`config.mk`:
```
export PLATFORM = sky130hd
export DESIGN_NAME = mem_array
export DESIGN_NICKNAME = d
export VERILOG_FILES = /design/src/rtl/mem_array.sv
export SDC_FILE = /design/constraint.sdc
export NUM_CORES = 1
export LEC_CHECK = 0
export ABC_AREA = 1
export BUFFER_PORTS_ARGS = -buffer_cell sky130_fd_sc_hd__clkbuf_2
export CAP_MARGIN = 25
export CORE_ASPECT_RATIO = 0.7
export CORE_MARGIN = 5
export CORE_UTILIZATION = 54
export CTS_CLUSTER_SIZE = 8
export DETAILED_ROUTE_END_ITERATION = 10
export MAX_ROUTING_LAYER = met4
export PLACE_DENSITY_LB_ADDON = 0.15
export SYNTH_ARGS = -nofsm -noshare
export SYNTH_HDL_FRONTEND = slang
export SYNTH_SLANG_ARGS = --single-unit
```
`constraint.sdc`:
```
create_clock -name clk -period 3.7 [get_ports clk]
set_clock_uncertainty 0.05 [all_clocks]
set_input_delay 0.74 -clock clk [delete_from_list [all_inputs] [get_ports clk]]
set_output_delay 0.74 -clock clk [all_outputs]
set_load 0.02 [all_outputs]
```
`src/rtl/mem_array.sv`:
```
`timescale 1ns/10ps

module mem_array #(
    parameter int MEM_WORDS = 16
) (
    input  logic        clk,
    input  logic        wr_en,
    input  logic [31:0] addr,
    input  logic [31:0] wdata,
    output logic [31:0] rdata
);

    localparam int AW = (MEM_WORDS > 1) ? $clog2(MEM_WORDS) : 1;

    logic [31:0]   mem [MEM_WORDS];
    logic [31:0]   word_addr;
    logic [AW-1:0] word_idx;

    // Byte address to word index, wrapped to the array depth
    assign word_addr = {2'b00, addr[31:2]};
    assign word_idx  = AW'(word_addr % MEM_WORDS);

    always_ff @(posedge clk) begin
        if (wr_en) begin
            mem[word_idx] <= wdata;
        end
    end

    assign rdata = mem[word_idx]; // Combinational read

endmodule

```
After elaboration in Yosys (flattened, before gate mapping)
Memories as Yosys holds them, arrays and structs flattened.
Cells that the tools add are included.
{"block": "word_totals", "memories": 1, "rom_bits": 0, "regBits": 0, "latch_bits": 0, "out_inout_bits": 32, "ram_bits": 512}
{"name": "mem", "words": 16, "word_bits": 32, "read_ports": 1, "rd_clocked_by_memory_dff": 0, "write_ports": 1, "line": "15", "rtl": "logic [31:0] mem [MEM_WORDS];"}
{"block": "classes", "mux": 2, "multipliers": 0, "order_cmp": 0, "eq_ne": 0, "shift": 0, "bitwise_logic": 0, "n_reduce_logical": 0, "n_addsub": 0, "div_mod_pow": 0}
{"cell": "$mux 1", "count": 2}

Longest topological paths before layout
{"block": "depth", "word_depth": 2, "ltp_mapped": 12, "depth_no_buf": 9}

Least setup slack after synthesis
Ideal clock, no wire load.
{"block": "synth_path", "path_type": "input-to-reg", "from": "input port addr[3]", "to": "memory mem[5][0], enable pin", "path_slack_ns": 0.416, "n_path_buf": 3, "t_required_ns": 3.229, "stages": 6, "t_arrival_ns": 2.813, "setup_time_ns": 0.421, "path_cell_list": "buf_2 inv_1 buf_2 buf_2 nand3_1 nor2_1"}
{"element": "start, declared", "line": "8", "rtl": "input logic [31:0] addr,"}
{"element": "end, declared", "line": "15"}
Straight into the memory's write port.

Worst setup path after layout
{"block": "layout_path", "from": "input port addr[2]", "to": "output port rdata[6]"}
{"block": "layout_between", "elab_chain_len": 1}
{"element": "$mem_v2 16x32"}
{"element": "end, declared", "line": "10", "rtl": "output logic [31:0] rdata"}
Every way passes these cells.

==> results.md <==
- Yosys reg bits: ~500
- Tmin final: 3.17 ns
- CTS root buf: clkbuf_16
- Initial antenna violation count: 0
- Dpl hpwl: ~25000 um
- Worst setup margin: 0.529 ns
- Total setup buffers inserted after CTS: 0
- Final period util: between 80% and 90%
- Clock power frac: 44.4%
- Clock Path Buffers: 3
- Busiest layer in global routing: met2
- IO buf count: around 70
- GRT Resource Usage Total: 23.1%
- Setup-failing EPs final: 0
- Syn Area/Cell: ~10 sq um
- Vias: 13.8k
- Post-Route WL: 48500 um
- Crit path kind: primary input to output pin
- Largest net degree at the start of global routing: about 130
- Synth-to-layout area growth: 14.1%
- Hold WC Path Type: primary input to register
- Switching pwr: 2.82 mW
- Critical Path Sink Type: output pin
- Worst path arrival time: approximately 2.4 ns
- Initial core utilization: 54.5%
- Crit-path max FO: 35
- Final ANT Viol Nets: 0
- Worst-path clk slew: around 0.040 ns
- TritonCTS clock tree: done
- Commonest non-fill, non-tap cells in the layout: nand2_1, edfxtp_1, clkbuf_16
- Antenna Cells: 0
- Routed WL per cell: 17.8 um
- Pwr dens: between 500 and 600 mW/mm^2
- Core area: 0.0396 sq mm
- Setup TNS: 0 ns
- Met3 GRT Util: between 4 and 5%
- Cell area after synthesis: 0.0216 sq mm
- Die Wd: about 250 um
- Routability cong.: 0.757
- Drc violations: 0
- Placement Setup Slack: 0.524 ns
- Fillers: 3099
- Final Hold Vio Count: 0
- Vias in the first global route: 13.4k
- Yosys warnings: 0
- Largest registers: mem x512
- Hold buffer count at cts: 0
- Fmax: 0.315 GHz
- Max Cap Viol: 0
- Sw Share: 21.2%
- # nets final: 2243
- Sequential share of power: 49.3%
- Slew Limit Fails: 0
- DR pass1 iterations: 7
- Final Power: between 10 and 15 mW
- Cts bufs inserted: 73
- Rows: 61
- GRT met2 Usage: 35.8%
- Die Y: approximately 180 um
- Gates resized, CTS repair: 0
- Outcome: completed
- Initial detailed-routing violation count: 1235
- Max reg flops: 512
- Pleak: 10.5 nW
- Fraction of layout cells with a size suffix above 1: 10.0%
- Worst Max-Slew Pin Slew: 0.716 ns
- Comb pwr share: 6.3%
- Internal: approximately 10 mW
- Critical Path Source Type: primary input
- Max-slew headroom: a little over half
- GR Overflow Total: 0
- Top reg by flops: mem
- H-tree Lvls: 3
- VDD IR max: ~0.35 mV
- Post-synth cell types: 12
- Clock sinks: 512
- Io pins: 98
- Net Count, Synth: around 2.1k
- Register area share after synthesis: a little under three quarters
- Die area: 0.0441 sq mm
- RSZ-0062 raised after global routing: false
- Cells after Synth: 2081
- First-pass GRT wire length: 76400 um
- Detail-routed via count per cell: 5.08
- Commonest non-fill, non-tap cell in the layout: nand2_1
- Worst EP required: about 2.9 ns
- Met1 Use GR: 32.2%
-- critical path, stage by stage --
cell and delay (ns):
clkbuf_8 0.14, inv_6 0.26, buf_4 0.42, nand2_1 0.09, nand2_1 0.07, nand2_1 0.05
nand2_1 0.09, nand2_1 0.05, nand2_1 0.07, inv_1 0.03, nand2_1 0.13, clkbuf_2 0.20
-- Yosys cell counts --
master | number | area [sq um]
nand2_1 | 1378 | 5170
buf_2 | 41 | 205
clkbuf_1 | 10 | 37.5
inv_1 | 70 | 263
buf_8 | 1 | 15.0
nor2_1 | 18 | 67.6
buf_4 | 17 | 128
nand3_1 | 4 | 20.0
buf_6 | 23 | 259
buf_1 | 6 | 22.5
edfxtp_1 | 512 | 15400
inv_6 | 1 | 8.76
-- through the flow --
| stage | util [%] | area, sq um | hold slack, ns | instances |
|---|---|---|---|---|
| global placement | 57.1 | 22600 | 1.09 | 2637 |
| CTS | 62.1 | 24600 | 0.506 | 2717 |
| global route | 62.1 | 24600 | 0.537 | 2717 |
| floorplan | - | 21600 | 0.789 | 2081 |
| detailed placement | 57.1 | 22600 | 1.11 | 2637 |
| finish | 62.1 | 24600 | 0.517 | 2717 |
-- final timing paths --
kind	startpoint	end	slack (ns)	cells after the start
max	addr[2]	rdata[6]	0.53	12
min	wdata[16]	mem[10][16]$_DFFE_PP_	0.52	1
-- area by class of cell --
type | count | area (sq um) | area share (%)
flip-flops and latches | 512 | 15400 | 62.5
multi-input cells | 1400 | 5400 | 21.9
clock buffers | 79 | 1980 | 8.03
repair buffers | 119 | 907 | 3.69
well taps | 535 | 669 | 2.72
inverters | 71 | 274 | 1.11
clock inverters | 1 | 8.76 | 0.0356
-- power by group through the flow --
stage               logic (mW)  registers (mW)  clock network (mW)
floorplan                0.537            6.65                   0
global placement         0.822            6.65                   0
detailed placement       0.835            6.65                   0
CTS                      0.840            6.54                5.99
global route             0.942            6.54                6.27
finish                   0.833            6.54                5.88
-- metal layers --
layer / wire length [um] / vias up / part of all wire (%)
li1: - / 6828 / -
met1: 22300 / 6488 / 46
met2: 22300 / 399 / 46
met3: 3090 / 82 / 6.4
met4: 854 / 0 / 1.8
met5: 0 / - / 0
-- kinds of logic (layout without fill, tap and decap cells) --
logic type             Yosys count  count (layout)  share of synthesized area (%)
buffers and inverters          169             270                           4.35
and+or+nand+nor               1400            1400                           24.4
DFF                            512             512                           71.3
Power figures use the tool's default switching activity.
