## src/rtl/ahb_pkg.sv

```systemverilog
package ahb_pkg;

    // Burst encodings as driven on hburst
    typedef enum logic [2:0] {
        SINGLE = 3'b000,
        INCR   = 3'b001,
        WRAP4  = 3'b010,
        INCR4  = 3'b011,
        WRAP8  = 3'b100,
        INCR8  = 3'b101,
        WRAP16 = 3'b110,
        INCR16 = 3'b111
    } burst_e;

    // Transfer types as driven on htrans
    typedef enum logic [1:0] {
        IDLE   = 2'b00,
        BUSY   = 2'b01,
        NONSEQ = 2'b10,
        SEQ    = 2'b11
    } trans_e;

    // Command captured in the address phase and used in the data phase
    typedef struct packed {
        logic        valid;
        logic        write;
        trans_e      trans;
        burst_e      burst;
        logic [31:0] addr;
    } addr_phase_t;

    // Beat count of a burst, 0 for undefined length
    function automatic logic [3:0] burst_beats(burst_e burst);
        logic [3:0] beats;
        case (burst)
            SINGLE:       beats = 4'd1;
            WRAP4, INCR4: beats = 4'd4;
            WRAP8, INCR8: beats = 4'd8;
            default:      beats = 4'd0; // INCR and the 16-beat codes
        endcase
        return beats;
    endfunction

    function automatic logic burst_is_wrap(burst_e burst);
        logic wrap;
        case (burst)
            WRAP4, WRAP8: wrap = 1'b1;
            default:      wrap = 1'b0; // WRAP16 runs as plain INCR
        endcase
        return wrap;
    endfunction

    function automatic logic trans_is_active(trans_e trans);
        logic active;
        active = (trans == NONSEQ) || (trans == SEQ);
        return active;
    endfunction

endpackage

```

## src/rtl/ahb_addr_phase.sv

```systemverilog
`timescale 1ns/10ps

module ahb_addr_phase (
    input  logic                 clk,
    input  logic                 rstn,
    input  logic [31:0]          haddr,
    input  logic                 hwrite,
    input  logic                 hready,
    input  ahb_pkg::trans_e      htrans,
    input  ahb_pkg::burst_e      hburst,
    output ahb_pkg::addr_phase_t dphase
);
    import ahb_pkg::*;

    logic        accept;
    logic        valid_q;
    logic        write_q;
    trans_e      trans_q;
    burst_e      burst_q;
    logic [31:0] addr_q;

    assign accept = hready && trans_is_active(htrans);

    // Valid flag of the data phase
    always_ff @(posedge clk or negedge rstn) begin
        if (!rstn) begin
            valid_q <= 1'b0;
        end else if (hready) begin
            valid_q <= accept;
        end
    end

    // Command fields follow the bus while it is not stalled
    always_ff @(posedge clk) begin
        if (hready) begin
            write_q <= hwrite;
            trans_q <= htrans;
            burst_q <= hburst;
            addr_q  <= haddr;
        end
    end

    always_comb begin
        dphase       = '0;
        dphase.valid = valid_q;
        dphase.write = write_q;
        dphase.trans = trans_q;
        dphase.burst = burst_q;
        dphase.addr  = addr_q;
    end

endmodule

```

## config.mk

```make
export PLATFORM = sky130hd
export DESIGN_NAME = ahb_addr_phase
export DESIGN_NICKNAME = d
export VERILOG_FILES = /design/src/rtl/ahb_pkg.sv /design/src/rtl/ahb_addr_phase.sv
export SDC_FILE = /design/constraint.sdc
export NUM_CORES = 1
export LEC_CHECK = 0
export ABC_AREA = 1
export BUFFER_PORTS_ARGS = -buffer_cell sky130_fd_sc_hd__buf_2
export CORE_MARGIN = 2
export CORE_UTILIZATION = 36
export DETAILED_ROUTE_END_ITERATION = 10
export PLACE_DENSITY_LB_ADDON = 0.05
export SYNTH_ARGS = -nofsm -noshare
export SYNTH_HDL_FRONTEND = slang
export SYNTH_SLANG_ARGS = --single-unit
```

## constraint.sdc

```tcl
create_clock -name clk -period 0.8 [get_ports clk]
set_clock_uncertainty 0.05 [all_clocks]
set_input_delay 0.08 -clock clk [delete_from_list [all_inputs] [get_ports clk]]
set_output_delay 0.08 -clock clk [all_outputs]
set_load 0.02 [all_outputs]
```

* After elaboration in Yosys (flattened, before gate mapping)
Index checks and enable logic that the tools add are counted.
** Word-level totals
- Register bits after elaboration :: 39
- Word-level logic and storage cells :: 9
- Bits of input ports :: 41
- Output and inout bits :: 39
** Cells by class
- Reduce and logical (&&, ||, !) cells :: 2
- Eq/ne operators :: 2
** Operator list (number)
- $eq 2x2->1 const B :: 2
- $logic_and 1x1->1 :: 1
- $logic_or 1x1->1 :: 1

* Depth between registers and ports, before layout
- Word-level depth :: 3
- Depth in mapped cells :: 3
- Gate-level depth less buffers :: 3

* Worst setup path after synthesis
Ideal clock, no wire load.
- Path type :: register to output
- Start :: register valid_q
- End :: output port dphase[38] in the netlist's numbering
- Slack :: 0.169 ns
- Buffers on the path :: 1
- Data arrival time :: 0.501 ns
- Cell stages (with the launch flop) :: 2
- Required time :: 0.670 ns
- Cell sequence :: dfrtp_1 > buf_4
** RTL lines
- start: declaration :: RTL line ahb_addr_phase.sv:16 : logic valid_q;
- start signal: assignment :: RTL line ahb_addr_phase.sv:29 : valid_q <= accept;
- end: declaration :: RTL line ahb_addr_phase.sv:11 : output ahb_pkg::addr_phase_t dphase
No word-level cell between the ends.

* Final worst setup path
- Start :: register addr_q[2]
- End :: output port dphase[2] in the netlist's numbering
** RTL lines
- start: declaration :: RTL line ahb_addr_phase.sv:20 : logic [31:0] addr_q;
- start signal: assignment :: RTL line ahb_addr_phase.sv:39 : addr_q <= haddr;
No word-level cell between the ends.

==> qor.csv <==
stage,metric,value,unit
setup_path,cp.required,0.67,ns
finish,nets,213,
place,place_congestion,0.6537,
logic_synthesis,ys_seq_area_share,97.49,%
grt,use_met1,14.59,%
timing,fmax,0.9655,GHz
setup_path,slowest_delay,0.42,ns
setup_path,cp_max_fo,1,
setup_path,start_kind,register,
pwr,cellLeakagePower,1.011,nW
logic_synthesis,synth_cells,45,
clocking,clockBufferDepth,2,
setup_path,crit_slowest_cell,edfxtp_1,
timing,final.setup.tns,-7.979,ns
setup_path,cp_top_family,flip-flops,
setup_path,crit_buf_inv,1,
timing,slew_violations,0,
outcome,status,"finished, violations left",
routing,drtAntennaViolNets,0,
logic_synthesis,yosys_register_bits,39,
routing,via_per_inst,4.028,
setup_path,worstPathCellList,buf_6,
setup_path,end_kind,output pin,
finish,drive_gt1_share,52.02,%
logic_synthesis,synth_top_cell_by_area,edfxtp_1,
routing,drtPass1Iterations,3,
clocking,cts-buffers-inserted,5,
setup_path,critPathKind,register to output pin,
grt,grt-ovfl-total,0,
logic_synthesis,avgSynthCellArea,26.58,sq um
clocking,root_buffer,clkbuf_4,
routing,drt-initial-drc-count,13,
logic_synthesis,synth_area,1196,sq um
clocking,path_clk_slew,0.11,ns
grt,grt-busiest-layer,met2,
timing,fin_crit_sh,129.5,%
routing,routed-via-count,874,
die,initial_core_util,38.55,%
pwr,powerDensity,1970,nW/um^2
setup_path,worstPathArrival,0.91,ns
grt,antenna_found_initial,0,
grt,grt_util_met3,4.832,%
grt,grt_max_degree,22,
timing,setup_viol,39,
finish,area_delta_synth_final,96.76,%
outcome,violations,setup timing,
pwr,vdd_drop_max,0.001161,V
place,placed_area,1672,sq um
clocking,clock_latency,0.33,ns
clocking,htreeDepth,2,
grt,grt_pass1_wl,3.795,mm
place,numPortBuffers,79,
die,dieArea,3799,sq um
logic_synthesis,synth_warnings,0,
timing,finalCriticalPeriod,1.036,ns
grt,grt_use_total,14.69,%
finish,num_antenna_cells,0,
logic_synthesis,synth_top_area_share,95.40,%
die,num_rows,20,
worst_hold_path,hp-class,input pin to register,
routing,drc,0,
clocking,clock_sinks,39,
timing,fin_ws,-0.2358,ns
die,die_x,61.64,um
logic_synthesis,syn_nets,86,
timing,rsz0062_at_grt,yes,
routing,routedWlPerCell,12.37,um
logic_synthesis,ys_types,5,
logic_synthesis,synth_area_leaders,"edfxtp_1 (95%), dfrtp_1 (2.1%), buf_4 (1.3%), nand2_1 (0.94%), inv_1 (0.31%)",
die,io-pin-count,80,
die,core-area,3103,sq um
timing,slew_headroom,92.52,%
die,die_height,61.64,um
grt,grt_use_met2,27.52,%
clocking,cts_tree,built,
routing,wl,2.684,mm
run,cap_viol_max_count,0,
finish,design_area,2354,sq um
pwr,finalPower,4.636,mW
timing,finalHoldViolCount,0,
timing,worst_pin_slew,0.1122,ns
grt,grt_pass1_vias,875,
logic make-up (layout without fill, tap and decap cells):
family	count (synthesis)	count (layout)	synth area share, %
buf+inv	3	131	1.568
flops	39	39	97.49
simple gates	3	3	0.9414
what timing repair did:
action | 4_1_cts | 5_1_grt
hold buffers | 40 | 0
buffers inserted | 0 | 1
gates resized for setup | 4 | 56
hold endpoints to repair | 40 | 0
setup endpoints to repair | 39 | 39
flip-flops by register name, indices dropped and copies added, names as in the netlist:
| name | flops |
|---|---|
| burst_q | 3 |
| valid_q | 1 |
| write_q | 1 |
| trans_q | 2 |
| addr_q | 32 |
power breakdown:
part           switching (mW)  internal [mW]
registers              0.0649           2.42
logic                   0.353          0.460
clock network           0.600          0.739
final cells by class:
type                            instances  area [sq um]
Tap cell                               44         55.05
Multi-Input combinational cell          3         11.26
Timing Repair Buffer                  122          1031
Fill cell                             196         749.5
Clock buffer                            6         51.30
Inverter                                1         3.754
Clock inverter                          2         35.03
Sequential cell                        39          1166
final timing paths:
path,start,endpoint,slack [ns],cells past startpoint
min in group asynchronous,rstn,valid_q$_DFFE_PN0P_,0.52,3
setup / recovery,addr_q[2]$_DFFE_PP_,dphase[2],-0.24,1
hold / removal,hready,valid_q$_DFFE_PN0P_,0.12,4
setup reg to reg,valid_q$_DFFE_PN0P_,valid_q$_DFFE_PN0P_,0.02,3
max in group asynchronous,rstn,valid_q$_DFFE_PN0P_,0.08,3
hold reg to reg,valid_q$_DFFE_PN0P_,valid_q$_DFFE_PN0P_,0.56,3
metrics by stage:
stage / hold slack [ns] / std cells / util, % / setup WS [ns]
after floorplan: -0.2656 / 45 / - / 0.1691
after global routing: 0.1264 / 217 / 75.85 / -0.2852
after detailed placement: -0.1935 / 168 / 53.87 / 0.05540
after global placement: -0.1925 / 168 / 53.87 / 0.05854
final: 0.1173 / 217 / 75.85 / -0.2358
after CTS: 0.1022 / 216 / 69.96 / -0.2539
routing by layer:
layer,vias up,part of all wire [%],routed length [um]
met2,46,58,1569
met5,-,0,0
met4,0,1.4,38
met1,395,32,850
met3,5,8.4,226
li1,428,-,-
cells in the final DEF, fill, tap and decap left out:
cell,Yosys,layout
buf_2,0,49
dlygate4sd3_1,0,40
clkinv_2,0,1
buf_4,2,1
buf_6,0,30
clkbuf_4,0,5
edfxtp_1,38,38
inv_1,1,1
buf_12,0,2
dfrtp_1,1,1
clkbuf_8,0,1
nand2_1,3,3
bufinv_16,0,1
synth_stat cells (all sizes together):
| cell type | n |
|---|---|
| buf | 2 |
| dfrtp | 1 |
| edfxtp | 38 |
| inv | 1 |
| nand2 | 3 |
Note: power is estimated with default switching activity, not from simulation.
