### config.mk
export PLATFORM = sky130hd
export DESIGN_NAME = burst_addr_gen
export DESIGN_NICKNAME = d
export VERILOG_FILES = /design/src/rtl/ahb_pkg.sv /design/src/rtl/burst_addr_gen.sv
export SDC_FILE = /design/constraint.sdc
export NUM_CORES = 1
export LEC_CHECK = 0
export BUFFER_PORTS_ARGS = -buffer_cell sky130_fd_sc_hd__buf_2
export CORE_MARGIN = 5
export CORE_UTILIZATION = 50
export CTS_CLUSTER_SIZE = 25
export DETAILED_ROUTE_END_ITERATION = 8
export GPL_TIMING_DRIVEN = 1
export PLACE_DENSITY_LB_ADDON = 0.12
export SYNTH_ARGS = -nofsm -noshare
export SYNTH_HDL_FRONTEND = slang
export SYNTH_SLANG_ARGS = --single-unit
### constraint.sdc
create_clock -name clk -period 3.5 [get_ports clk]
set_input_delay 0.175 -clock clk [delete_from_list [all_inputs] [get_ports clk]]
set_output_delay 0.175 -clock clk [all_outputs]
set_load 0.01 [all_outputs]
### src/rtl/ahb_pkg.sv
package ahb_pkg;

    // Burst encodings as driven on hburst
    typedef enum logic [2:0] {
        SINGLE = 3'b000,
        INCR   = 3'b001,
        WRAP4  = 3'b010,
        INCR4  = 3'b011,
        WRAP8  = 3'b100,
        INCR8  = 3'b101,
        WRAP16 = 3'b110,
        INCR16 = 3'b111
    } burst_e;

    // Transfer types as driven on htrans
    typedef enum logic [1:0] {
        IDLE   = 2'b00,
        BUSY   = 2'b01,
        NONSEQ = 2'b10,
        SEQ    = 2'b11
    } trans_e;

    // Command captured in the address phase and used in the data phase
    typedef struct packed {
        logic        valid;
        logic        write;
        trans_e      trans;
        burst_e      burst;
        logic [31:0] addr;
    } addr_phase_t;

    // Beat count of a burst, 0 for undefined length
    function automatic logic [3:0] burst_beats(burst_e burst);
        logic [3:0] beats;
        case (burst)
            SINGLE:       beats = 4'd1;
            WRAP4, INCR4: beats = 4'd4;
            WRAP8, INCR8: beats = 4'd8;
            default:      beats = 4'd0; // INCR and the 16-beat codes
        endcase
        return beats;
    endfunction

    function automatic logic burst_is_wrap(burst_e burst);
        logic wrap;
        case (burst)
            WRAP4, WRAP8: wrap = 1'b1;
            default:      wrap = 1'b0; // WRAP16 runs as plain INCR
        endcase
        return wrap;
    endfunction

    function automatic logic trans_is_active(trans_e trans);
        logic active;
        active = (trans == NONSEQ) || (trans == SEQ);
        return active;
    endfunction

endpackage

### src/rtl/burst_addr_gen.sv
`timescale 1ns/10ps

module burst_addr_gen (
    input  logic            clk,
    input  logic            rstn,
    input  logic            hready,
    input  logic [31:0]     haddr,
    input  ahb_pkg::trans_e htrans,
    input  ahb_pkg::burst_e hburst,
    output logic [31:0]     beat_addr
);
    import ahb_pkg::*;

    burst_e      burst_q;    // Type of the running burst
    logic [3:0]  beat_cnt;   // Beats issued so far, 0 when idle
    logic [3:0]  beat_lim;
    logic        wrap;
    logic        start;
    logic        seq_acc;
    logic        advance;
    logic [31:0] incr_addr;
    logic [31:0] wrap_mask;
    logic [31:0] next_addr;

    assign start    = hready && (htrans == NONSEQ);
    assign seq_acc  = hready && (htrans == SEQ);
    assign beat_lim = burst_beats(burst_q);
    assign wrap     = burst_is_wrap(burst_q);

    // A SEQ with no burst running, or past the last fixed beat, holds the address
    assign advance = seq_acc && (beat_cnt != 4'd0) &&
                     ((beat_lim == 4'd0) || (beat_cnt < beat_lim));

    always_comb begin
        incr_addr = beat_addr + 32'd4;
        wrap_mask = {26'd0, beat_lim, 2'b00} - 32'd1; // 16 or 32 byte block
        if (wrap) begin
            // Upper bits stay on the boundary, only the offset carries
            next_addr = (beat_addr & ~wrap_mask) | (incr_addr & wrap_mask);
        end else begin
            next_addr = incr_addr;
        end
    end

    always_ff @(posedge clk or negedge rstn) begin
        if (!rstn) begin
            beat_addr <= 32'd0;
            burst_q   <= SINGLE;
            beat_cnt  <= 4'd0;
        end else if (start) begin
            beat_addr <= haddr;                   // First beat takes the bus address
            burst_q   <= hburst;
            beat_cnt  <= 4'd1;
        end else if (advance) begin
            beat_addr <= next_addr;               // haddr of SEQ beats is ignored
            if (beat_cnt != 4'hf) begin
                beat_cnt <= beat_cnt + 4'd1;      // Saturates on long INCR bursts
            end
        end
    end

endmodule

Word-level counts from Yosys, hierarchy flattened. Cells that the tools add are included.

Register bits: 39. Output and inout bits: 32. Word-level logic and storage cells: 40. Input port bits: 40.

Multiplexer cells: 8. Add/sub/neg operators: 3. Reduce and logical (&&, ||, !) cells: 14. Magnitude comparators: 1. Bitwise operators: 4. Eq/ne operators: 7.

Operators with widths (number): $mux 32 (3); $and 32x32->32 (2); $add 32x3->32 const B (1); $not 32->32 (1); $or 32x32->32 (1); $mux 4 (3); $pmux 4 s3 (1); $sub 6x1->7 const B (1); $eq 3x2->1 const B (2); $eq 3x3->1 const B (2); $reduce_or 2->1 (3); $add 4x1->4 const B (1); $eq 2x2->1 const B (2); $logic_and 1x1->1 (4); $logic_not 4->1 (1); $lt 4x4->1 (1); $ne 4x4->1 const B (1); $reduce_bool 2->1 (2); $reduce_bool 4->1 (1); $logic_not 3->1 (1); $reduce_and 2->1 (1); $logic_or 1x1->1 (1); $mux 1 (1).

Longest topological paths before layout. Gate-level depths: netlist of run 1.

Depth after elaboration: 10. Gate-level depth with buffers: 11. Mapped depth without buffers: 10.

Worst setup path before layout of run 1. OpenSTA, ideal clock, no wires.

Kind: reg2reg. Start point: reg burst_q[1]. End point: reg with a tool-made name. Required time: 3346 ps. Path slack: 894 ps. Buffers on the path: 1. Setup time: 154 ps. Clock period less this slack: 2606 ps. Cell stages (with the launch flop): 11. Arrival: 2452 ps. Cells stage by stage: dfrtp_1 -> inv_1 -> ha_1 -> inv_1 -> ha_1 -> or4_4 -> o221ai_4 -> nand2_1 -> buf_2 -> o311ai_0 -> o311ai_0.

RTL lines: start, declared (line burst_addr_gen.sv:14) `burst_e burst_q;`; start signal, assigned (line burst_addr_gen.sv:52) `burst_q <= hburst;`.

==> results.sh, run 1 <==
export IMPL_status="complete, but fails checks"
export IMPL_violations="negative hold slack"
export IMPL_cts_buffers=5
export IMPL_drc=0
export IMPL_start_kind="register"
export IMPL_ant_nets=0
export IMPL_cp_cell_sequence="inv_1 -> ha_1 -> inv_1 -> ha_1 -> or4_4 -> o221ai_4 -> nand2_1 -> o311ai_0 -> o311ai_0"
export IMPL_htree_levels=2
export IMPL_grt_pass1_wl_um=11200
export IMPL_period_share_pct=83.8
export IMPL_drive_gt1_share_pct=25.5
export IMPL_drt_iter0_drc=223
export IMPL_ctsLongestPathBuffers=2
export IMPL_async_flop_share_pct=100
export IMPL_netSwitchingFraction_pct=37.8
export IMPL_ys_ff_latch=39
export IMPL_initial_utilization_pct=51.4
export IMPL_slew_violations=0
export IMPL_max_cap_violations=0
export IMPL_n_antenna_cell=0
export IMPL_syn_instance_count=276
export IMPL_ir_drop_uv=268
export IMPL_gp_congestion=0.827
export IMPL_synth_area_leaders="dfrtp_1 (40%), nand2_1 (6.6%), o311ai_0 (6.1%)"
export IMPL_p_clk_share_pct=23.7
export IMPL_synth_cell_types=43
export IMPL_relSlewSlack_pct=41.1
export IMPL_dp_slack_ns=0.586
export IMPL_post_cts_buffers=0
export IMPL_viasPerCell=5.94
export IMPL_cp_max_fo=14
export IMPL_rows=25
export IMPL_dr_total_vias=2471
export IMPL_power_density_nw_per_um2=561
export IMPL_grt_overflow_total=0
export IMPL_final_common_cell="buf_2"
export IMPL_wirelength_um=6670
export IMPL_synth_flop_cell="dfrtp_1"
export IMPL_p_leak_uw=0.00130
export IMPL_antenna_found_initial=0
export IMPL_track_usage_pct=22.3
export IMPL_cp_data_required_time_ns=3.65
export IMPL_yosysSeqAreaShare_pct=40.2
export IMPL_cts_sink_count=39
export IMPL_cp_num_buf_inv=2
export IMPL_tightestPinTransition_ns=0.884
export IMPL_p_total_uw=1670
export IMPL_ctsResizeCount=0
export IMPL_cpMaxStageDelayCell="or4_4"
export IMPL_fp_dieH_um=79.7
export IMPL_clock_latency_ns=0.29
export IMPL_final_core_utilization_pct=63.0
export IMPL_io_pins=72
export IMPL_grt_pass1_vias=2337
export IMPL_cts_root_buf="clkbuf_8"
export IMPL_final_area_um2=2980
export IMPL_crit_family="simple AND/OR/NAND/NOR gates"
export IMPL_numPortBuffers=71
export IMPL_die_area_um2=6350
export IMPL_crit_path_end_kind="register"
export IMPL_p_int_uw=1040
export IMPL_max_freq_ghz=0.341
export IMPL_avgSynthCellArea_um2=8.79
export IMPL_cts_tree="yes"
export IMPL_dp_hpwl_um=4730
export IMPL_hold_viol=4
export IMPL_final_cell_mix="buf_2 (71), nand2_1 (43), dfrtp_1 (39), nand3_1 (19), nor2_1 (18)"
export IMPL_syn_area_um2=2430
export IMPL_criticalPathCategory="reg2reg"
export IMPL_die_w_um=79.7
export IMPL_cp_arrival_ns=3.08
export IMPL_dr_pass1_iters=4
export IMPL_hold_slack_ns=-0.00636
export IMPL_setup_violations=0
export IMPL_worst_slack_ns=0.567
export IMPL_max_stage_delay_ns=0.55
export IMPL_wire_per_inst_um=16.0
export IMPL_grt_max_degree=40
export IMPL_synth_edff_count=0
export IMPL_synth_top_cell_by_area="dfrtp_1"
export IMPL_yosys_warnings=0
export IMPL_p_sw_uw=632
export IMPL_postCtsHoldBufs=0
export IMPL_synth_top_area_share_pct=40.2
export IMPL_clk_pin_slew_ns=0.08
export IMPL_syn_nets=325
export IMPL_finalCriticalPeriod_ns=2.93
export IMPL_hold_class="in2async"
export IMPL_fin_skew_ns=0.00650
export IMPL_area_growth_pct=22.6
export IMPL_seq_power_share_pct=42.8
export IMPL_dpl_cell_area_um2=2860
export IMPL_comb_power_share_pct=33.5
export IMPL_rsz0062_at_grt="no"
export IMPL_nets=397
export IMPL_core_um2=4720
export IMPL_setup_tns_ns=0
==> metal layers <==
metal / part of all wire (%) / routed length, µm / GRT usage (%) / vias to the layer above
li1: - / - / - / 1198
met1: 45 / 3030 / 29.8 / 1184
met2: 47 / 3110 / 36.5 / 81
met3: 6.9 / 462 / 4.51 / 8
met4: 1.1 / 75 / 6.01 / 0
met5: 0 / 0 / 0 / -
==> final cells by class <==
cell class              instances  area (µm²)
fillers                       439        1750
multi-input cells             215        1370
clock buffers                   6        82.6
well taps                      67        83.8
repair buffers                 75         385
clock inverters                 2        35.0
flip-flops and latches         39         976
inverters                      12        45.0
==> power groups by stage <==
stage                     Combinational [µW]  Sequential, µW  Clock [µW]
after CTS                                567             713         404
after detailed placement                 563             721           0
after global placement                   552             719           0
final                                    560             715         396
after floorplan                          321             732           0
after global routing                     635             739         425
==> synthesized netlist by cell type (2+ instances only) <==
cell type	instances
dfrtp_1	39
inv_1	12
nor2_1	19
o311ai_0	17
nand4_1	12
a31oi_1	6
nor4_1	3
o31ai_1	6
or4_1	3
and2_1	6
o21bai_1	2
mux2i_1	2
ha_1	9
and3_1	8
or3_1	7
clkbuf_1	8
a21oi_1	3
a221o_1	3
o311ai_1	2
a21o_1	3
xnor2_1	3
o21ai_0	10
nand3_1	19
nand2_1	43
o211ai_1	6
nor3_1	6
buf_2	2
xor2_1	2
==> kinds of logic after synthesis <==
family                   after synthesis  synth area share, %
AO/OA/AOI/OAI                         65                 20.9
XOR/XNOR                               5                 1.80
adder cells (fa/ha/maj)                9                 4.64
buffers and inverters                 22                 3.51
flip-flops                            39                 40.2
multiplexers                           2                0.825
AND/OR/NAND/NOR                      134                 28.1
==> metrics by stage <==
| stage | hold slack, ns | std cells |
|---|---|---|
| 3_3_place_gp | 0.349 | 408 |
| 2_1_floorplan | -0.121 | 276 |
| 6_report | -0.00636 | 416 |
| 3_5_place_dp | 0.355 | 408 |
| 5_1_grt | 0.0686 | 416 |
| 4_1_cts | 0.0350 | 416 |
==> worst paths after layout <==
path / end / depth (start not counted) / start / slack [ns]
max: register / 9 / burst_q[1]$_DFFE_PN0P_ / 0.57
min: asynchronous set/reset pin / 1 / rstn / -0.006
max reg2reg: register / 9 / burst_q[1]$_DFFE_PN0P_ / 0.57
min reg2reg: beat_addr[1]$_DFFE_PN0P_ / 2 / beat_addr[1]$_DFFE_PN0P_ / 0.47
max in group asynchronous: asynchronous set/reset pin / 1 / rstn / 2.95
min in group clk: beat_addr[0]$_DFFE_PN0P_ / 3 / haddr[0] / 0.07
Note: power is estimated with default switching activity, not from simulation.
==> run 2, diff against run 1 <==
Settings changed: ABC_AREA set to 1.
Clock period 3.5 ns to 2.7 ns, I/O delays scaled along.
==> run 2 against run 1 <==
The flow now finishes without violations. Setup slack got worse by 0.17 ns. Combinational power rose by 130%. Count of clock-buffer cells in the layout up 2. Highest routed layer unchanged.
==> results.sh, run 2 <==
export IMPL_status="completed"
export IMPL_ant_nets=0
export IMPL_p_int_uw=1600
export IMPL_synth_top_area_share_pct=32.4
export IMPL_ys_ff_latch=39
export IMPL_antenna_found_initial=0
export IMPL_avgSynthCellArea_um2=6.16
export IMPL_syn_nets=537
export IMPL_rows=28
export IMPL_grt_max_degree=40
export IMPL_hold_class="in2reg"
export IMPL_drc=0
export IMPL_track_usage_pct=22.8
export IMPL_synth_cell_types=28
export IMPL_hold_viol=0
export IMPL_wire_per_inst_um=12.9
export IMPL_crit_path_end_kind="register"
export IMPL_synth_flop_cell="dfrtp_1"
export IMPL_period_share_pct=85.1
export IMPL_core_um2=5890
export IMPL_cts_sink_count=39
export IMPL_crit_cells=8
export IMPL_setup_tns_ns=0
export IMPL_p_total_uw=2980
export IMPL_tightestPinTransition_ns=0.909
export IMPL_netSwitchingFraction_pct=46.2
export IMPL_gp_congestion=0.940
export IMPL_initial_utilization_pct=51.1
export IMPL_yosysSeqAreaShare_pct=32.4
export IMPL_io_pins=72
export IMPL_p_sw_uw=1380
export IMPL_grt_pass1_wl_um=14000
export IMPL_max_freq_ghz=0.435
export IMPL_p_clk_share_pct=14.9
export IMPL_max_stage_delay_ns=0.42
export IMPL_synth_top_cell_by_area="dfrtp_1"
export IMPL_cts_buffers=5
export IMPL_drive_gt1_share_pct=18.2
export IMPL_cts_root_buf="clkbuf_8"
export IMPL_dpl_cell_area_um2=3410
export IMPL_n_antenna_cell=0
export IMPL_area_growth_pct=17.1
export IMPL_syn_instance_count=488
export IMPL_ir_drop_uv=440
export IMPL_ctsLongestPathBuffers=2
export IMPL_htree_levels=2
export IMPL_synth_area_leaders="dfrtp_1 (32%), nand2_1 (30%), nor2_1 (6.0%)"
export IMPL_p_leak_uw=0.00187
export IMPL_cp_common_cell="nand2_1"
export IMPL_async_flop_share_pct=100
export IMPL_power_density_nw_per_um2=846
export IMPL_final_core_utilization_pct=59.8
export IMPL_finalCriticalPeriod_ns=2.30
export IMPL_fp_dieH_um=87.6
export IMPL_yosys_warnings=0
export IMPL_cpMaxStageDelayCell="nand2_1"
export IMPL_nets=608
export IMPL_r2r_slack_ns=0.40
export IMPL_cp_data_required_time_ns=2.88
export IMPL_ctsResizeCount=0
export IMPL_cp_arrival_ns=2.48
export IMPL_dp_hpwl_um=6300
export IMPL_rsz0062_at_grt="no"
export IMPL_fillerInstances=606
export IMPL_wirelength_um=8190
export IMPL_syn_area_um2=3010
export IMPL_final_area_um2=3520
export IMPL_hold_depth=3
export IMPL_cp_cell_sequence="inv_1 -> ha_1 -> o21ai_4 -> inv_2 -> nand3_2 -> nand2_1 -> nand2_1 -> nand2_1"
export IMPL_cp_max_fo=20
export IMPL_dr_total_vias=3170
export IMPL_rr_worst_depth=8
export IMPL_grt_overflow_total=0
export IMPL_slew_violations=0
export IMPL_cp_num_buf_inv=2
export IMPL_seq_power_share_pct=41.8
export IMPL_comb_power_share_pct=43.3
export IMPL_die_area_um2=7670
export IMPL_dr_pass1_iters=5
export IMPL_relSlewSlack_pct=39.4
export IMPL_fin_skew_ns=0.00897
export IMPL_start_kind="register"
export IMPL_final_cell_mix="nand2_1 (240), buf_2 (71), nor2_1 (48), inv_1 (41), dfrtp_1 (39)"
export IMPL_setup_violations=0
export IMPL_synth_most_common_cell="nand2_1"
export IMPL_numPortBuffers=71
export IMPL_die_w_um=87.6
export IMPL_max_cap_violations=0
export IMPL_clock_latency_ns=0.29
export IMPL_final_common_cell="nand2_1"
export IMPL_clk_pin_slew_ns=0.08
export IMPL_criticalPathCategory="reg2reg"
export IMPL_grt_pass1_vias=3037
export IMPL_crit_family="simple AND/OR/NAND/NOR gates"
export IMPL_drt_iter0_drc=173
export IMPL_viasPerCell=4.99
export IMPL_hold_slack_ns=0.0501
export IMPL_cts_tree="yes"
export IMPL_synth_edff_count=0
export IMPL_synth_commonest_cells="nand2_1 (240), nor2_1 (48), inv_1 (41)"
==> run 2: cell types whose count changed in the layout (fill, tap and decap cells not counted), moves of 16 or more <==
cell / delta
nand3_1: +16
o311ai_0: -17
inv_1: +29
nand2_1: +197
nor2_1: +30
==> run 2: final timing paths <==
kind                                                from                          to
worst max-delay path              burst_q[1]$_DFFE_PN0P_                    register
worst min-delay path                           hburst[2]      burst_q[2]$_DFFE_PN0P_
worst max register to register    burst_q[1]$_DFFE_PN0P_                    register
worst min register to register  beat_addr[0]$_DFFE_PN0P_    beat_addr[0]$_DFFE_PN0P_
max in group asynchronous                           rstn  asynchronous set/reset pin
min in group asynchronous                           rstn  asynchronous set/reset pin
==> run 2: area by class of cell <==
class | instances | area [µm²] | share of cell area (%)
tap | 75 | 93.8 | 2.67
multi-input combinational | 396 | 1810 | 51.3
clock buffer | 8 | 100 | 2.84
sequential | 39 | 976 | 27.7
inverter | 42 | 158 | 4.48
timing repair buffer | 75 | 388 | 11.0
==> run 2: tightest hold or removal path: cells and delay by family <==
kind                   cells  cell delay, ns
buffers and inverters      1            0.07
AND/OR/NAND/NOR            1            0.04
AO/OA/AOI/OAI              1            0.06
==> run 2: timing repair <==
item,in CTS,in global routing
setup buffers,0,0
hold buffers,1,0
hold endpoints to repair,30,0
==> run 2: power groups by stage <==
stage	Clock (µW)	Sequential, µW	Combinational [µW]
6_report	443	1240	1290
5_1_grt	480	1290	1500
4_1_cts	448	1230	1310
3_5_place_dp	0	1240	1300
3_3_place_gp	0	1230	1260
2_1_floorplan	0	1240	793
==> run 2: per-stage QoR <==
stage               worst slack (ns)  std cells
CTS                            0.366        635
global route                   0.140        635
finish                         0.402        635
floorplan                      0.844        488
detailed placement             0.386        626
global placement               0.524        626
==> run 2: cell families (layout without fill, tap and decap cells) <==
logic type,count (synthesis),in the layout,share of synthesized area (%)
flops,39,39,32.4
fa+ha+maj,9,9,3.74
buf+inv,53,125,7.53
xor+xnor,12,12,3.49
compound gates,27,27,5.37
simple gates,348,348,47.4
==> run 2: layer usage <==
layer | GRT usage (%) | wire (µm)
met5 | 0 | 0
met4 | 5.16 | 73
met3 | 4.05 | 630
met2 | 37.3 | 3670
met1 | 31.4 | 3820
==> run 3, diff against run 2 <==
Settings changed: BUFFER_PORTS_ARGS -buffer_cell sky130_fd_sc_hd__buf_2 to not set, DONT_BUFFER_PORTS set to 1.
==> run 3 against run 2 <==
Setup slack got worse by 0.0051 ns. Final cell count down 9.8%. Combinational power decreased by 24%. Design area fell by 7.4%. Highest routed layer unchanged.
==> results.sh, run 3 (same netlist as run 2, synthesis figures left out) <==
export IMPL_final_cell_mix="nand2_1 (240), nor2_1 (48), inv_1 (41), dfrtp_1 (39), nand3_1 (35)"
export IMPL_cp_data_required_time_ns=2.94
export IMPL_drt_iter0_drc=146
export IMPL_track_usage_pct=21.9
export IMPL_slew_violations=0
export IMPL_wirelength_um=7900
export IMPL_grt_max_degree=40
export IMPL_max_freq_ghz=0.434
export IMPL_instances_no_fill=573
export IMPL_grt_overflow_total=0
export IMPL_place_inst=555
export IMPL_gp_congestion=0.913
export IMPL_ir_drop_uv=439
export IMPL_setup_tns_ns=0
export IMPL_numPortBuffers=0
export IMPL_start_kind="register"
export IMPL_finalCriticalPeriod_ns=2.30
export IMPL_antenna_found_initial=0
export IMPL_core_um2=5890
export IMPL_dp_hpwl_um=5930
export IMPL_hold_class="in2reg"
export IMPL_grt_pass1_vias=2803
export IMPL_dr_total_vias=2873
export IMPL_post_cts_buffers=0
export IMPL_die_area_um2=7670
export IMPL_cts_buffers=5
export IMPL_max_cap_violations=0
export IMPL_cts_root_buf="clkbuf_8"
export IMPL_fillerInstances=609
export IMPL_crit_path_end_kind="register"
export IMPL_cp_max_fo=20
export IMPL_drive_gt1_share_pct=6.22
export IMPL_viasPerCell=5.01
export IMPL_period_share_pct=85.3
export IMPL_power_density_nw_per_um2=838
export IMPL_cts_sink_count=39
export IMPL_rows=28
export IMPL_clk_pin_slew_ns=0.08
export IMPL_setup_violations=0
export IMPL_htree_levels=2
export IMPL_multi_input_area_um2=1810
export IMPL_io_pins=72
export IMPL_hold_viol=0
export IMPL_rsz0062_at_grt="no"
export IMPL_status="completed"
export IMPL_cp_arrival_ns=2.54
export IMPL_relSlewSlack_pct=50.0
export IMPL_criticalPathCategory="reg2reg"
export IMPL_cts_tree="yes"
export IMPL_ant_nets=0
export IMPL_ctsLongestPathBuffers=2
export IMPL_wire_per_inst_um=13.8
export IMPL_nets=546
export IMPL_tightestPinTransition_ns=0.749
export IMPL_grt_pass1_wl_um=13300
export IMPL_die_w_um=87.6
export IMPL_area_growth_pct=8.36
export IMPL_fin_skew_ns=0.00548
export IMPL_clock_latency_ns=0.30
export IMPL_initial_utilization_pct=51.1
export IMPL_fp_dieH_um=87.6
export IMPL_regArea_um2=976
export IMPL_final_common_cell="nand2_1"
export IMPL_drc=0
export IMPL_n_antenna_cell=0
export IMPL_dr_pass1_iters=4
export IMPL_p_leak_uw=0.00160
[run 3: cell types whose count changed in the layout (fill, tap and decap cells not counted)]
cell,delta
buf_4,-1
dlygate4sd3_1,+8
buf_12,+2
clkbuf_8,-2
clkinv_2,+1
clkbuf_1,+1
buf_2,-71
[run 3: cell type report]
type / instances / area share (%)
Clock buffer: 7 / 2.34
Clock inverter: 1 / 0.154
Inverter: 42 / 4.84
Multi-Input combinational cell: 396 / 55.4
Sequential cell: 39 / 29.9
Tap cell: 75 / 2.88
Timing Repair Buffer: 13 / 4.45
[run 3: critical path: stages, from the launching register on]
cell     delay [ns]
dfrtp_1        0.42
inv_1          0.10
ha_1           0.15
inv_1          0.05
ha_1           0.28
a21oi_1        0.14
nand2_1        0.08
nand2_2        0.09
nand3_2        0.11
nand2_1        0.59
nand2_1        0.15
nand2_1        0.09
[run 3: layer usage]
metal	up-vias	share of wire [%]	track usage [%]
met3	7	7.5	5.55
met1	1260	48	29.7
li1	1529	-	-
met2	77	43	34.9
met5	-	0	0
met4	0	0.94	6.00
[run 3: where the power goes]
part	internal, µW	leakage, µW	switching (µW)
Combinational	401	0.00105	575
Sequential	827	0.000507	532
Clock	182	0.0000422	216
Total	1410	0.00160	1320
[run 3: worst paths after layout]
check                      cells after the start  slack, ns                         end                      from
max                                           11       0.40                    register    burst_q[1]$_DFFE_PN0P_
min reg2reg                                    2       0.57    beat_addr[0]$_DFFE_PN0P_  beat_addr[0]$_DFFE_PN0P_
max reg2reg                                   11       0.40                    register    burst_q[1]$_DFFE_PN0P_
max in group asynchronous                      2       2.22  asynchronous set/reset pin                      rstn
min                                            4       0.04                    register                 haddr[24]
min in group asynchronous                      2       0.28  asynchronous set/reset pin                      rstn
[run 3: through the flow]
| step | total power [µW] | util (%) | area, µm² | setup WS, ns | hold slack, ns |
|---|---|---|---|---|---|
| 2_1_floorplan | 2040 | - | 3010 | 0.844 | -0.161 |
| 3_3_place_gp | 2290 | 52.1 | 3070 | 0.498 | -0.159 |
| 3_5_place_dp | 2330 | 52.1 | 3070 | 0.409 | -0.159 |
| 4_1_cts | 2750 | 55.4 | 3260 | 0.402 | 0.0287 |
| 5_1_grt | 2990 | 55.4 | 3260 | 0.160 | 0.0569 |
| 6_report | 2730 | 55.4 | 3260 | 0.396 | 0.0368 |
[run 3: timing repair]
| action | 4_1_cts | 5_1_grt |
|---|---|---|
| resized for setup | 0 | 0 |
| hold buffers | 10 | 0 |
| hold endpoints to repair | 47 | 0 |
